**config.mk**
```make
export PLATFORM = sky130hd
export DESIGN_NAME = decode_stage
export DESIGN_NICKNAME = d
export VERILOG_FILES = /design/src/rtl/decode_pkg.sv /design/src/rtl/opcode_match.sv /design/src/rtl/operand_extract.sv /design/src/rtl/dependency_mask.sv /design/src/rtl/decode_stage.sv
export VERILOG_INCLUDE_DIRS = /design/src /design/src/include
export SDC_FILE = /design/constraint.sdc
export NUM_CORES = 1
export LEC_CHECK = 0
export ABC_AREA = 1
export BUFFER_PORTS_ARGS = -buffer_cell sky130_fd_sc_hd__buf_4
export CAP_MARGIN = 20
export CORE_ASPECT_RATIO = 0.7
export CORE_UTILIZATION = 49
export DETAILED_ROUTE_END_ITERATION = 8
export GPL_TIMING_DRIVEN = 0
export PLACE_DENSITY = 0.81
export RECOVER_POWER = 100
export SKIP_LAST_GASP = 1
export SLEW_MARGIN = 10
export SYNTH_ARGS = -nofsm -noshare
export SYNTH_HDL_FRONTEND = slang
export SYNTH_SLANG_ARGS = --single-unit
export TNS_END_PERCENT = 50
```
**constraint.sdc**
```tcl
create_clock -name clk -period 0.8 [get_ports clk]
set_clock_uncertainty 0.1 [all_clocks]
set_input_delay 0.12 -clock clk [delete_from_list [all_inputs] [get_ports clk]]
set_output_delay 0.12 -clock clk [all_outputs]
set_load 0.05 [all_outputs]
```
**src/include/decode_config.svh**
```systemverilog
`ifndef DECODE_CONFIG_SVH
`define DECODE_CONFIG_SVH

// instruction word width
`define DEC_INST_W 16

// general registers r0..r7
`define DEC_NUM_REGS 8

// widest branch offset (BL)
`define DEC_OFF_W 13

// MOVL family immediate
`define DEC_BYTE_W 8

`endif

```
**src/rtl/decode_pkg.sv**
```systemverilog
`default_nettype none

`include "decode_config.svh"

package decode_pkg;

    typedef logic [`DEC_INST_W-1:0] inst_t;
    typedef logic [$clog2(`DEC_NUM_REGS)-1:0] reg_idx_t;
    typedef logic [`DEC_NUM_REGS-1:0] reg_mask_t; // one bit per register

    // OP_NONE must stay at zero, reset value of the output register
    typedef enum logic [5:0] {
        OP_NONE,
        OP_BL,
        OP_BEQ,
        OP_BNE,
        OP_BC,
        OP_BNC,
        OP_BN,
        OP_BGE,
        OP_BLT,
        OP_BRA,
        OP_ADD,   // two-operand alu group
        OP_ADDC,
        OP_SUB,
        OP_SUBC,
        OP_DADD,
        OP_CMP,
        OP_XOR,
        OP_AND,
        OP_OR,
        OP_BIT,
        OP_BIC,
        OP_BIS,
        OP_MOV,
        OP_SWAP,
        OP_SRA,   // single operand group
        OP_RRC,
        OP_COMP,
        OP_SWPB,
        OP_SXT,
        OP_LD,    // memory group
        OP_ST,
        OP_MOVL,
        OP_MOVLZ,
        OP_MOVLS,
        OP_MOVH,
        OP_LDR,
        OP_STR
    } op_e;

    typedef struct packed {
        logic                   rc;   // 1 = constant source
        logic                   wb;   // 1 = byte access
        logic                   prpo; // pre/post address update
        logic                   dec;
        logic                   inc;
        reg_idx_t               s;
        reg_idx_t               d;
        logic [`DEC_OFF_W-1:0]  off;  // zero extended
        logic [`DEC_BYTE_W-1:0] b;
    } operand_fields_t;

    typedef struct packed {
        op_e             op;
        operand_fields_t fields;
        reg_mask_t       set_mask; // registers this instruction writes
        reg_mask_t       dep_mask; // registers it must wait on
    } decode_out_t;

endpackage

`default_nettype wire

```
**src/rtl/opcode_match.sv**
```systemverilog
`timescale 1ns/1ns
`default_nettype none

module opcode_match (
    input  wire decode_pkg::inst_t inst,
    output decode_pkg::op_e        op
);

    import decode_pkg::*;

    typedef struct packed {
        inst_t mask;
        inst_t match;
        op_e   op;
    } pattern_t;

    localparam int N_PAT = 36;

    // listed in decode priority, first entry that hits wins
    localparam pattern_t PATTERNS [N_PAT] = '{
        '{16'b1110_0000_0000_0000, 16'b0000_0000_0000_0000, OP_BL},
        '{16'b1111_1100_0000_0000, 16'b0010_0000_0000_0000, OP_BEQ},
        '{16'b1111_1100_0000_0000, 16'b0010_0100_0000_0000, OP_BNE},
        '{16'b1111_1100_0000_0000, 16'b0010_1000_0000_0000, OP_BC},
        '{16'b1111_1100_0000_0000, 16'b0010_1100_0000_0000, OP_BNC},
        '{16'b1111_1100_0000_0000, 16'b0011_0000_0000_0000, OP_BN},
        '{16'b1111_1100_0000_0000, 16'b0011_0100_0000_0000, OP_BGE},
        '{16'b1111_1100_0000_0000, 16'b0011_1000_0000_0000, OP_BLT},
        '{16'b1111_1100_0000_0000, 16'b0011_1100_0000_0000, OP_BRA},
        '{16'b1111_1111_0000_0000, 16'b0100_0000_0000_0000, OP_ADD},
        '{16'b1111_1111_0000_0000, 16'b0100_0001_0000_0000, OP_ADDC},
        '{16'b1111_1111_0000_0000, 16'b0100_0010_0000_0000, OP_SUB},
        '{16'b1111_1111_0000_0000, 16'b0100_0011_0000_0000, OP_SUBC},
        '{16'b1111_1111_0000_0000, 16'b0100_0100_0000_0000, OP_DADD},
        '{16'b1111_1111_0000_0000, 16'b0100_0101_0000_0000, OP_CMP},
        '{16'b1111_1111_0000_0000, 16'b0100_0110_0000_0000, OP_XOR},
        '{16'b1111_1111_0000_0000, 16'b0100_0111_0000_0000, OP_AND},
        '{16'b1111_1111_0000_0000, 16'b0100_1000_0000_0000, OP_OR},
        '{16'b1111_1111_0000_0000, 16'b0100_1001_0000_0000, OP_BIT},
        '{16'b1111_1111_0000_0000, 16'b0100_1010_0000_0000, OP_BIC},
        '{16'b1111_1111_0000_0000, 16'b0100_1011_0000_0000, OP_BIS},
        '{16'b1111_1111_1000_0000, 16'b0100_1100_0000_0000, OP_MOV},
        '{16'b1111_1111_1000_0000, 16'b0100_1100_1000_0000, OP_SWAP},
        // bit 6 is wb, left out of the single operand masks
        '{16'b1111_1111_1011_1000, 16'b0100_1101_0000_0000, OP_SRA},
        '{16'b1111_1111_1011_1000, 16'b0100_1101_0000_1000, OP_RRC},
        '{16'b1111_1111_1011_1000, 16'b0100_1101_0001_0000, OP_COMP},
        '{16'b1111_1111_1011_1000, 16'b0100_1101_0001_1000, OP_SWPB},
        '{16'b1111_1111_1011_1000, 16'b0100_1101_0010_0000, OP_SXT},
        '{16'b1111_1100_0000_0000, 16'b0101_1000_0000_0000, OP_LD},
        '{16'b1111_1100_0000_0000, 16'b0101_1100_0000_0000, OP_ST},
        '{16'b1111_1000_0000_0000, 16'b0110_0000_0000_0000, OP_MOVL},
        '{16'b1111_1000_0000_0000, 16'b0110_1000_0000_0000, OP_MOVLZ},
        '{16'b1111_1000_0000_0000, 16'b0111_0000_0000_0000, OP_MOVLS},
        '{16'b1111_1000_0000_0000, 16'b0111_1000_0000_0000, OP_MOVH},
        '{16'b1100_0000_0000_0000, 16'b1000_0000_0000_0000, OP_LDR},
        '{16'b1100_0000_0000_0000, 16'b1100_0000_0000_0000, OP_STR}
    };

    always_comb begin
        op = OP_NONE; // unknown encodings fall through to this
        // walk from the back so the lowest index is written last
        for (int i = N_PAT - 1; i >= 0; i--) begin
            if ((inst & PATTERNS[i].mask) == PATTERNS[i].match) begin
                op = PATTERNS[i].op;
            end
        end
    end

endmodule

`default_nettype wire

```
**src/rtl/operand_extract.sv**
```systemverilog
`timescale 1ns/1ns
`default_nettype none

`include "decode_config.svh"

module operand_extract (
    input  wire decode_pkg::inst_t     inst,
    input  wire decode_pkg::op_e       op,
    output decode_pkg::operand_fields_t fields
);

    import decode_pkg::*;

    always_comb begin
        fields = '0; // fields an opcode does not use stay zero
        case (op)
            OP_BL: begin
                fields.off = `DEC_OFF_W'(inst[12:0]);
            end
            OP_BEQ, OP_BNE, OP_BC, OP_BNC,
            OP_BN, OP_BGE, OP_BLT, OP_BRA: begin
                fields.off = `DEC_OFF_W'(inst[9:0]); // 10 bit branch offset
            end
            OP_ADD, OP_ADDC, OP_SUB, OP_SUBC, OP_DADD, OP_CMP,
            OP_XOR, OP_AND, OP_OR, OP_BIT, OP_BIC, OP_BIS: begin
                fields.rc = inst[7];
                fields.wb = inst[6];
                fields.s  = inst[5:3];
                fields.d  = inst[2:0];
            end
            OP_MOV: begin
                fields.wb = inst[6];
                fields.s  = inst[5:3];
                fields.d  = inst[2:0];
            end
            OP_SWAP: begin
                fields.s = inst[5:3];
                fields.d = inst[2:0];
            end
            OP_SRA, OP_RRC, OP_COMP: begin
                fields.wb = inst[6];
                fields.d  = inst[2:0];
            end
            OP_SWPB, OP_SXT: begin
                fields.d = inst[2:0]; // always word sized
            end
            OP_LD, OP_ST: begin
                fields.prpo = inst[9];
                fields.dec  = inst[8];
                fields.inc  = inst[7];
                fields.wb   = inst[6];
                fields.s    = inst[5:3];
                fields.d    = inst[2:0];
            end
            OP_MOVL, OP_MOVLZ, OP_MOVLS, OP_MOVH: begin
                fields.b = inst[10:3];
                fields.d = inst[2:0];
            end
            OP_LDR, OP_STR: begin
                fields.off = `DEC_OFF_W'(inst[12:7]); // 6 bit displacement
                fields.wb  = inst[6];
                fields.s   = inst[5:3];
                fields.d   = inst[2:0];
            end
            default: begin
                fields = '0;
            end
        endcase
    end

endmodule

`default_nettype wire

```
**src/rtl/dependency_mask.sv**
```systemverilog
`timescale 1ns/1ns
`default_nettype none

module dependency_mask (
    input  wire decode_pkg::op_e             op,
    input  wire decode_pkg::operand_fields_t fields,
    output decode_pkg::reg_mask_t            set_mask,
    output decode_pkg::reg_mask_t            dep_mask
);

    import decode_pkg::*;

    reg_mask_t s_bit;   // one-hot of source register
    reg_mask_t d_bit;   // one-hot of destination register
    reg_mask_t alu_dep;

    assign s_bit = reg_mask_t'(1) << fields.s;
    assign d_bit = reg_mask_t'(1) << fields.d;

    // a constant source carries no register dependency
    assign alu_dep = fields.rc ? d_bit : (d_bit | s_bit);

    always_comb begin
        set_mask = '0; // branches and OP_NONE touch no registers
        dep_mask = '0;
        case (op)
            OP_ADD, OP_ADDC, OP_SUB, OP_SUBC, OP_DADD,
            OP_XOR, OP_AND, OP_OR, OP_BIT, OP_BIC, OP_BIS: begin
                dep_mask = alu_dep;
                set_mask = d_bit;
            end
            OP_CMP: begin
                dep_mask = alu_dep; // flags only, nothing written
            end
            OP_MOV: begin
                dep_mask = s_bit | d_bit;
                set_mask = d_bit;
            end
            OP_SWAP, OP_LD, OP_LDR: begin
                dep_mask = s_bit | d_bit;
                set_mask = s_bit | d_bit; // s is the address reg, may update
            end
            OP_SRA, OP_RRC, OP_COMP, OP_SWPB, OP_SXT: begin
                dep_mask = d_bit;
                set_mask = d_bit;
            end
            OP_ST, OP_STR: begin
                dep_mask = s_bit | d_bit;
            end
            OP_MOVL, OP_MOVLZ, OP_MOVLS, OP_MOVH: begin
                set_mask = d_bit; // byte loads read no register
            end
            default: begin
                set_mask = '0;
            end
        endcase
    end

endmodule

`default_nettype wire

```
**src/rtl/decode_stage.sv**
```systemverilog
`timescale 1ns/1ns
`default_nettype none

module decode_stage (
    input  wire                     clk,
    input  wire                     rst_n,
    input  wire decode_pkg::inst_t  inst,
    input  wire                     inst_valid,
    output decode_pkg::decode_out_t dec,
    output logic                    dec_valid
);

    import decode_pkg::*;

    op_e             op;
    operand_fields_t fields;
    reg_mask_t       set_mask;
    reg_mask_t       dep_mask;
    decode_out_t     dec_next;

    opcode_match u_opcode_match (
        .inst (inst),
        .op   (op)
    );

    operand_extract u_operand_extract (
        .inst   (inst),
        .op     (op),
        .fields (fields)
    );

    dependency_mask u_dependency_mask (
        .op       (op),
        .fields   (fields),
        .set_mask (set_mask),
        .dep_mask (dep_mask)
    );

    assign dec_next = '{
        op:       op,
        fields:   fields,
        set_mask: set_mask,
        dep_mask: dep_mask
    };

    // one clock of latency, a new word can enter every cycle
    always_ff @(posedge clk or negedge rst_n) begin
        if (!rst_n) begin
            dec       <= '0; // op reads OP_NONE
            dec_valid <= 1'b0;
        end else begin
            dec_valid <= inst_valid;
            if (inst_valid) begin
                dec <= dec_next; // hold last record otherwise
            end
        end
    end

endmodule

`default_nettype wire

```
**Yosys cells after proc, flatten, opt, wreduce, memory -nomap -nowiden**

Index checks and enable logic that the tools add are counted.

- Memory bits (read-only): 0
- Flip-flop bits (word level): 55
- Memories: 0
- Bits of input ports: 19
- Bits in latches: 0
- Output and inout bits: 55
- Memory bits (writable): 0
- Word-level logic and storage cells: 146

- Reduce and logical (&&, ||, !) cells: 13
- $mul: 0
- Magnitude comparators: 0
- Bitwise gates (word level): 1
- Mux-type cells: 46
- Shifts and indexed selects: 2
- Equality and inequality tests: 71
- Div/mod/pow operators: 0
- Add/subtract/negate cells: 0

Operators with widths:

| kind | number |
|---|---|
| $mux W6 | 36 |
| $eq A6 B5 Y1 const B | 18 |
| $eq A6 B4 Y1 const B | 16 |
| $eq A8 B7 Y1 const B | 12 |
| $eq A12 B11 Y1 const B | 5 |
| $pmux W13 S3 | 1 |
| $eq A6 B6 Y1 const B | 5 |
| $reduce_or A27 Y1 | 1 |
| $eq A6 B3 Y1 const B | 4 |
| $pmux W8 S3 | 1 |
| $reduce_or A21 Y1 | 1 |
| $eq A5 B4 Y1 const B | 4 |
| $reduce_or A20 Y1 | 1 |
| $eq A9 B8 Y1 const B | 2 |
| $reduce_or A18 Y1 | 1 |
| $logic_not A16 Y1 | 1 |
| $mux W8 | 2 |
| $pmux W8 S2 | 1 |
| $shl A1 B3 Y8 const A | 2 |
| $eq A6 B2 Y1 const B | 2 |
| $reduce_or A12 Y1 | 1 |
| $mux W3 | 3 |
| $or A8 B8 Y8 | 1 |
| $reduce_or A8 Y1 | 1 |
| other kinds (8) | 11 |

**Depth between registers and ports, before layout**

Gate-level depths: netlist of the first run.

- Depth in word-level cells: 44
- Mapped depth: 17
- Gate-level depth less buffers: 15

**Hierarchy**

Synthesis of the first run repeated with hierarchy kept, for this count alone.

- Cells, all modules: 605
- Area, all modules: 3892.5 um^2

Modules (own cells, without submodules):

| module | times used | area an instance (um^2) | cells an instance | seq. area each (um^2) |
|---|---|---|---|---|
| decode_stage | 1 | 2098.3 | 229 | 1376.3 |
| dependency_mask | 1 | 748.2 | 163 | 0.0 |
| opcode_match | 1 | 523.0 | 109 | 0.0 |
| operand_extract | 1 | 523.0 | 104 | 0.0 |

**Worst setup path after synthesis of the first run**

Ideal clock, no wire load.

- Path type: input-to-reg
- From: input inst[11]
- To: register dec[6] (netlist bit)
- Setup time: 118 ps
- Buffers on the path: 1
- Data required time: 582 ps
- Arrival: 1463 ps
- Slack: -880 ps
- Stages on the path: 16
- Path through: buf_4 -> inv_2 -> nand2_1 -> nor2_1 -> o21ai_1 -> nand2_2 -> nor2_1 -> nand2_2 -> nor2_4 -> nor2_8 -> nand3_1 -> nand2_1 -> nand2_1 -> nand2_1 -> nand2_1 -> nand2_1

- Longest elaborated chain between the ends: 42
- Elaborated cells between the ends (all ways): 107
- Those cells by class: eq/ne (60); shift (2); mux (39); bitwise (1); reduce/logical (5)

RTL lines:

| element | line | source |
|---|---|---|
| start, declared | decode_stage.sv:7 | `input wire decode_pkg::inst_t inst,` |
| $eq A5 B4 Y1 | opcode_match.sv:64 | `if ((inst & PATTERNS[i].mask) == PATTERNS[i].match) begin` |
| $mux W6 (32 in a row) | opcode_match.sv:64 |  |
| $mux W6 * (2 in a row) | opcode_match.sv:64 |  |
| $eq A6 B5 Y1, or another cell as far along | operand_extract.sv:16 | `case (op)` |
| $reduce_or A27 Y1 (no line) or $reduce_or A18 Y1 (tied branches) | n/a |  |
| $mux W3 | operand_extract.sv:16 |  |
| $shl A1 B3 Y8, on equally long branches | dependency_mask.sv:18, dependency_mask.sv:17 |  |
| $or A8 B8 Y8 | n/a |  |
| $mux W8 | dependency_mask.sv:21 | `assign alu_dep = fields.rc ? d_bit : (d_bit \| s_bit);` |
| $pmux W8 S3 * | dependency_mask.sv:26 | `case (op)` |
| end signal, assigned | decode_stage.sv:54 | `dec <= dec_next;` |
| end, declared | decode_stage.sv:9 | `output decode_pkg::decode_out_t dec,` |

Mark *: on every way between the ends. The rest lies on a longest branch, timed or not.
A chain may end at the register's enable or synchronous reset.

**Final worst setup path of the first run**

- From: input inst[4]
- To: register dec[3] (netlist bit)

- Longest elaborated chain between the ends: 36
- Elaborated cells between the ends (all ways): 73
- Those cells by class: eq/ne (32); shift (2); mux (33); bitwise (1); reduce/logical (5)

RTL lines:

| element | line |
|---|---|
| $eq A12 B11 Y1 | opcode_match.sv:64 |
| $mux W6 (28 in a row) | opcode_match.sv:64 |
| $eq A6 B5 Y1, or another cell as far along | operand_extract.sv:16 |
| $reduce_or A27 Y1 (no line) or $reduce_or A18 Y1 (tied branches) | n/a |
| $mux W3 | operand_extract.sv:16 |
| $shl A1 B3 Y8, on equally long branches | dependency_mask.sv:18, dependency_mask.sv:17 |
| $or A8 B8 Y8 | n/a |
| $mux W8 | dependency_mask.sv:21 |
| $pmux W8 S3 * | dependency_mask.sv:26 |

Marked as above.

==> metrics.csv, run 1 <==
metric,value,unit
leakage,2.67,nW
drive_gt1_share,51.8,%
insertion_delay,0.31,ns
rsz0062_at_grt,true,
p_comb_share,38.8,%
wl,14.8,mm
ys_seq_area_share,41.3,%
io_buffers,69,
grt_max_degree,56,
syn_nets,469,
fmax,0.552,GHz
ios,74,
endpoint_kind,flip-flop,
hold_violations,56,
p_int,4.70,mW
cts_buffers,5,
dr.pass1.iters,6,
clkSinkCount,55,
dpl.cell_count,610,
cts_hold_buf,1,
met1_usage,46.5,%
post_drt_via_cell_ratio,6.39,
track_usage,33.1,%
critPathSlowestCell,nor2_4,
drv_slew,0,
fin_crit_sh,226,%
num_rows,24,
final_util,85.9,%
top_usage_layer,met2,
instances_no_fill,687,
clock_path_buffers,2,
seqPwrFrac,40.0,%
design.core.area,6400,µm²
arrival,1.97,ns
cp_max_fo,5,
wl_per_cell,21.5,µm
synth_area,3330,µm²
critPathLaunchType,primary input,
period_minus_slack,1.81,ns
grt_pass1_wl,18.2,mm
status,finished with violations,
synthArstFlopShare,100,%
peakVddDrop,0.837,mV
nNetsFinal,614,
die_h,71.0,µm
dieArea,7140,µm²
tightest_slew,0.778,ns
power.net_switching,3.17,mW
gr-total-overflow,0,
cts_tree,built,
n_fill_cell,319,
hold_class,in -> async,
p_sw_share,40.3,%
grtUsageMet2,50.2,%
setup_tns,-43.52,ns
syn_to_final_growth,64.9,%
synthCells,450,
h-tree-depth,2,
synth_flop_cell,dfrtp_1,
dpl_worst_slack,-1.31,ns
maxSlewHeadroom,48.1,%
setup_viol,109,
hpwl,7.91,mm
antenna_found_initial,0,
gr-usage-met3,9.29,%
drt_iter0_drc,780,
cp.required,0.95,ns
synth_cell_types,37,
finalWorstSetupSlack,-1.01,ns
ys_warn_count,0,
holdWs,-0.213,ns
critPathKind,in -> reg,
maxCapViolations,0,
die_x,101,µm
num_vias,4387,
drc_errors,0,
max_stage_delay,0.18,ns
synth_edf_count,0,
ant_nets,0,
powerDensity,1430,nW/µm²
first_global_vias,3625,
violations,"negative hold slack, negative setup slack",
worstPathCellList,buf_4 -> inv_2 -> nand2_2 -> nor2_1 -> nand3_2 -> nand2_2 -> nor2_4 -> nand2_4 -> nor2_4 -> nand2_4 -> nand2_8 -> nor2_4 -> nand2_1 -> o21ai_1 -> nand2_1 -> nand2_1,
start_util,52.1,%
syn_area_per_cell,7.40,µm²
antennaDiodeCount,0,
ys_ff_latch,55,
routabilityCongestion,0.967,
pwr-share-clk,21.2,%
cts_root_buf,clkbuf_8,
cts.clk_slew.worst_paths,0.12,ns
[synthesized netlist by cell type (4+ instances only)]
library cell | number | area, µm²
nor3_1 | 6 | 30.0
o211ai_1 | 6 | 45.0
buf_4 | 4 | 30.0
nor2_4 | 5 | 56.3
o21ai_0 | 33 | 165
nand2_4 | 6 | 67.6
nand2_1 | 121 | 454
nand3_1 | 45 | 225
o21ai_1 | 10 | 50.1
nand4_1 | 12 | 75.1
a21oi_1 | 9 | 45.0
inv_1 | 34 | 128
nand2_2 | 8 | 50.1
inv_2 | 11 | 41.3
nor2_1 | 42 | 158
dfrtp_1 | 55 | 1380
clkbuf_1 | 11 | 41.3
[logic make-up (layout without fill, tap and decap cells)]
family / Yosys count / in the layout / share of synthesized area (%)
flops: 55 / 55 / 41.3
compound gates: 72 / 72 / 12.4
buf+inv: 64 / 209 / 8.19
simple gates: 259 / 260 / 38.1
[cell usage in the layout (no fill, tap or decap), types with 5 or more instances in the layout]
master    Yosys  layout
a21oi_2       3       7
buf_12        0       8
buf_4         4      76
buf_6         0      50
buf_8         1       6
clkbuf_2      0       5
clkbuf_8      0       7
dfrtp_1      55      33
dfrtp_2       0      22
inv_1        34      26
inv_2        11      10
inv_4         2       6
nand2_1     121     106
nand2_2       8      13
nand2_4       6      12
nand3_1      45      28
nand3_2       1      17
nand4_1      12      12
nor2_1       42      31
nor2_2        3       7
nor2_4        5      13
o211ai_1      6       6
o21ai_0      33      12
o21ai_1      10      17
o21ai_2       2      15
[state kept, by name, indices dropped and copies added, names as in the netlist]
signal     cells
dec_valid      1
dec           54
[worst max-delay path: cells and delay by family]
family          cells  cell delay, ns
simple gates       13            1.44
buf+inv             2            0.26
compound gates      1            0.14
[power by group through the flow]
| stage | logic [mW] | clock network, mW | registers [mW] |
|---|---|---|---|
| floorplan | 0.828 | 0 | 3.84 |
| global placement | 2.22 | 0 | 3.14 |
| detailed placement | 2.25 | 0 | 3.15 |
| CTS | 2.60 | 1.62 | 3.11 |
| global route | 3.15 | 1.77 | 3.16 |
| finish | 3.05 | 1.67 | 3.15 |
[metal layers]
metal | share of wire [%] | up-vias
li1 | - | 1781
met1 | 37 | 2039
met2 | 45 | 426
met3 | 13 | 141
met4 | 6.2 | 0
met5 | 0 | -
[path summary, 6_finish.rpt]
check | startpoint | to | slack (ns) | cells past startpoint
min in group clk | inst[6] | dec[46]$_DFFE_PN0P_ | -0.06 | 3
min | rst_n | dec[35]$_DFFE_PN0P_ | -0.21 | 1
min reg2reg | dec[7]$_DFFE_PN0P_ | dec[7]$_DFFE_PN0P_ | 0.40 | 2
max in group asynchronous | rst_n | dec[43]$_DFFE_PN0P_ | 0.26 | 1
max reg2reg | dec[51]$_DFFE_PN0P_ | dec[51]$_DFFE_PN0P_ | -0.18 | 3
max | inst[4] | dec[3]$_DFFE_PN0P_ | -1.01 | 16
[through the flow]
step / cell area, µm² / power, mW / hold WS, ns
floorplan: 3550 / 4.67 / -0.276
global placement: 4190 / 5.37 / 0.0960
detailed placement: 4190 / 5.40 / 0.113
CTS: 4930 / 7.33 / -0.229
global route: 5490 / 8.08 / -0.155
finish: 5490 / 7.87 / -0.213
[repair_timing]
action	in CTS	in global routing
setup endpoints to repair	108	109
hold endpoints to repair	58	57
gates cloned	1	0
pin swaps	31	40
setup buffers	33	35
resized for setup	97	82
[area by class of cell]
| class | count | area, µm² | share of cell area (%) |
|---|---|---|---|
| plain buffers | 17 | 178 | 3.24 |
| multi-input cells | 332 | 2150 | 39.1 |
| inverters | 47 | 254 | 4.63 |
| flip-flops and latches | 55 | 1400 | 25.6 |
| clock buffers | 6 | 72.6 | 1.32 |
| well taps | 91 | 114 | 2.07 |
| clock inverters | 2 | 16.3 | 0.296 |
| repair buffers | 137 | 1300 | 23.7 |
No activity file was read; power rests on OpenSTA's default activity.
==> inputs of run 2 (changes only) <==
--- a/config.mk
+++ b/config.mk
@@ -10,10 +10,10 @@
 export BUFFER_PORTS_ARGS = -buffer_cell sky130_fd_sc_hd__buf_4
 export CAP_MARGIN = 20
 export CORE_ASPECT_RATIO = 0.7
-export CORE_UTILIZATION = 49
+export CORE_UTILIZATION = 40
 export DETAILED_ROUTE_END_ITERATION = 8
 export GPL_TIMING_DRIVEN = 0
-export PLACE_DENSITY = 0.81
+export PLACE_DENSITY = 0.69
 export RECOVER_POWER = 100
 export SKIP_LAST_GASP = 1
 export SLEW_MARGIN = 10
==> constraint.sdc (replaced) <==
create_clock -name clk -period 1.5 [get_ports clk]
set_clock_uncertainty 0.1 [all_clocks]
set_input_delay 0.225 -clock clk [delete_from_list [all_inputs] [get_ports clk]]
set_output_delay 0.225 -clock clk [all_outputs]
set_load 0.05 [all_outputs]
==> run 2 against run 1 <==
Against the previous run:
- the flow finishes with violations (design-rule violations, negative setup slack)
- via count decreased by 14%
- final cell count decreased by 3.1%
- combinational power decreased by 58%
==> metrics.csv, run 2 (synthesis gave the netlist of run 1 again) <==
metric,value,unit,change
status,finished with violations,,
violations,"design-rule violations, negative setup slack",,
whs_endpoint,dec[46]$_DFFE_PN0P_,,
largest_reg_flops,54,,unchanged
setup_viol,28,,-74%
worstHoldStart,inst[6],,
holdPathStages,3,,
cp_num_buf_inv,3,,+1
design.core.area,7970,µm²,+25%
cts_root_buf,clkbuf_16,,
dr.pass1.iters,7,,+1
p_sw_share,38.7,%,-1.6 points
antenna_found_initial,0,,unchanged
cts_buffers,5,,unchanged
p_total,4.20,mW,-47%
wl_met1,5.27,mm,-2.5%
wl_per_cell,17.7,µm,-17%
dr_wl_met3,1.13,mm,-39%
pwr-share-clk,30.3,%,+9.1 points
top_layer,met4,,
drc_errors,16,,+16
reg2reg_from,dec[27]$_DFFE_PN0P_,,
critPathKind,in -> reg,,
routabilityCongestion,0.904,,-6.5%
peakVddDrop,0.482,mV,-42%
post_drt_via_cell_ratio,5.68,,-11%
rsz0062_at_grt,true,,
first_global_vias,3386,,-6.6%
h-tree-depth,2,,unchanged
fmax,0.554,GHz,
finalWorstSetupSlack,-0.304,ns,+0.707 ns
num_vias,3786,,-14%
antennaDiodeCount,0,,unchanged
r2r_slack,0.67,ns,+0.85 ns
drv_slew,0,,unchanged
io_buffers,69,,unchanged
instances_no_fill,666,,-3.1%
maxSlewHeadroom,50.5,%,+2.3 points
syn_to_final_growth,44.1,%,
grt_pass1_wl,17.8,mm,-2.4%
critPathLaunchType,primary input,,
ios,74,,unchanged
grt_max_degree,56,,unchanged
dr_wl_met2,5.11,mm,-22%
r2r_cells,2,,-1
tightest_slew,0.743,ns,-0.0352 ns
track_usage,26.5,%,-6.6 points
hpwl,7.68,mm,-2.9%
nNetsFinal,583,,-5.0%
crit_cells,14,,-2
drt_iter0_drc,411,,-47%
endpoint_kind,flip-flop,,
hold_class,in -> reg,,
max_stage_delay,0.27,ns,+0.09 ns
ant_nets,0,,unchanged
arrival,1.90,ns,-0.07 ns
die_h,78.3,µm,+10%
largestRegisters,"dec: 54 flops, dec_valid: 1 flops",,
start_util,41.8,%,-10 points
seqPwrFrac,39.2,%,-0.8 points
power.net_switching,1.63,mW,-49%
leakage,2.39,nW,-10%
insertion_delay,0.30,ns,about the same
cts.clk_slew.worst_paths,0.07,ns,-0.05 ns
max_flop_register,dec,,
die_x,111,µm,+10%
dieArea,8700,µm²,+22%
cts_tree,built,,
p_int,2.57,mW,-45%
clock_path_buffers,2,,unchanged
gr-total-overflow,0,,unchanged
hold_violations,0,,-100%
final_common_cell,nand2_1,,
dpl.cell_count,620,,+1.6%
cp_max_fo,7,,+2
cp.required,1.59,ns,+0.64 ns
wl,11.8,mm,-20%
worstPathCellList,buf_8 -> buf_12 -> nor2_4 -> o211ai_1 -> nand2_2 -> buf_6 -> nor3_4 -> nand2_4 -> nand4_1 -> nand2_1 -> nand2_1 -> nand2_1 -> nand2_1 -> nand2_1,,
cpMostUsedCell,nand2_1,,
num_rows,27,,+13%
clkSinkCount,55,,unchanged
layout_common_cells,"109 x nand2_1, 56 x clkbuf_2, 55 x dfrtp_1",,
drive_gt1_share,39.3,%,-13 points
fin_crit_sh,120,%,
powerDensity,875,nW/µm²,-39%
timing.rr.end,dec[27]$_DFFE_PN0P_,,
period_minus_slack,1.80,ns,
maxCapViolations,0,,unchanged
path_delay_family,simple AND/OR/NAND/NOR gates,,
critPathSlowestCell,o211ai_1,,
p_comb_share,30.5,%,-8.3 points
==> run 2: power by group through the flow <==
stage	Clock (mW)	Combinational (mW)	Sequential (mW)
finish	1.27	1.28	1.65
global route	1.33	1.35	1.66
CTS	1.28	1.26	1.65
detailed placement	0	1.15	1.68
global placement	0	1.15	1.67
floorplan	0	0.406	2.04
==> run 2: worst max path at each step <==
stage,start,end
3_5_place_dp,inst[12],dec[8]$_DFFE_PN0P_
4_1_cts,inst[12],dec[5]$_DFFE_PN0P_
2_1_floorplan,inst[9],dec[6]$_DFFE_PN0P_
5_1_grt,inst[8],dec[6]$_DFFE_PN0P_
6_report,inst[8],dec[6]$_DFFE_PN0P_
3_3_place_gp,inst[12],dec[8]$_DFFE_PN0P_
==> run 2: final cells by class <==
cell class / count / area, µm²
fillers: 691 / 3170
flip-flops and latches: 55 / 1380
inverters: 47 / 239
clock inverters: 3 / 27.5
well taps: 101 / 126
plain buffers: 17 / 134
multi-input cells: 331 / 2020
clock buffers: 5 / 125
repair buffers: 107 / 747
==> run 2: timing repair <==
action / in CTS / in global routing
pin swaps: 31 / 38
setup endpoints to repair: 29 / 29
hold buffers: 2 / 0
gates resized for setup: 49 / 61
endpoints found under the hold margin: 56 / 0
setup buffers: 27 / 11
==> run 2: tightest hold or removal path: cells and delay by family <==
family | cells | cell delay [ns]
buffers and inverters | 1 | 0.09
and+or+nand+nor | 2 | 0.12
==> run 2: metal layers <==
metal / global-route usage [%] / vias up
li1: - / 1720
met1: 38.6 / 1818
met2: 39.6 / 214
met3: 4.94 / 34
met4: 8.78 / 0
met5: 0 / -
==> run 2: through the flow <==
| step | cell area [µm²] | setup slack [ns] | utilization, % | setup TNS (ns) | hold slack, ns |
|---|---|---|---|---|---|
| 6_report | 4800 | -0.304 | 60.2 | -4.90 | 0.0692 |
| 2_1_floorplan | 3400 | -0.250 | - | -3.75 | -0.171 |
| 5_1_grt | 4800 | -0.380 | 60.2 | -6.56 | 0.0827 |
| 3_3_place_gp | 4050 | -0.659 | 50.8 | -16.96 | 0.212 |
| 3_5_place_dp | 4050 | -0.644 | 50.8 | -17.68 | 0.211 |
| 4_1_cts | 4620 | -0.126 | 58.0 | -1.46 | 0.0773 |
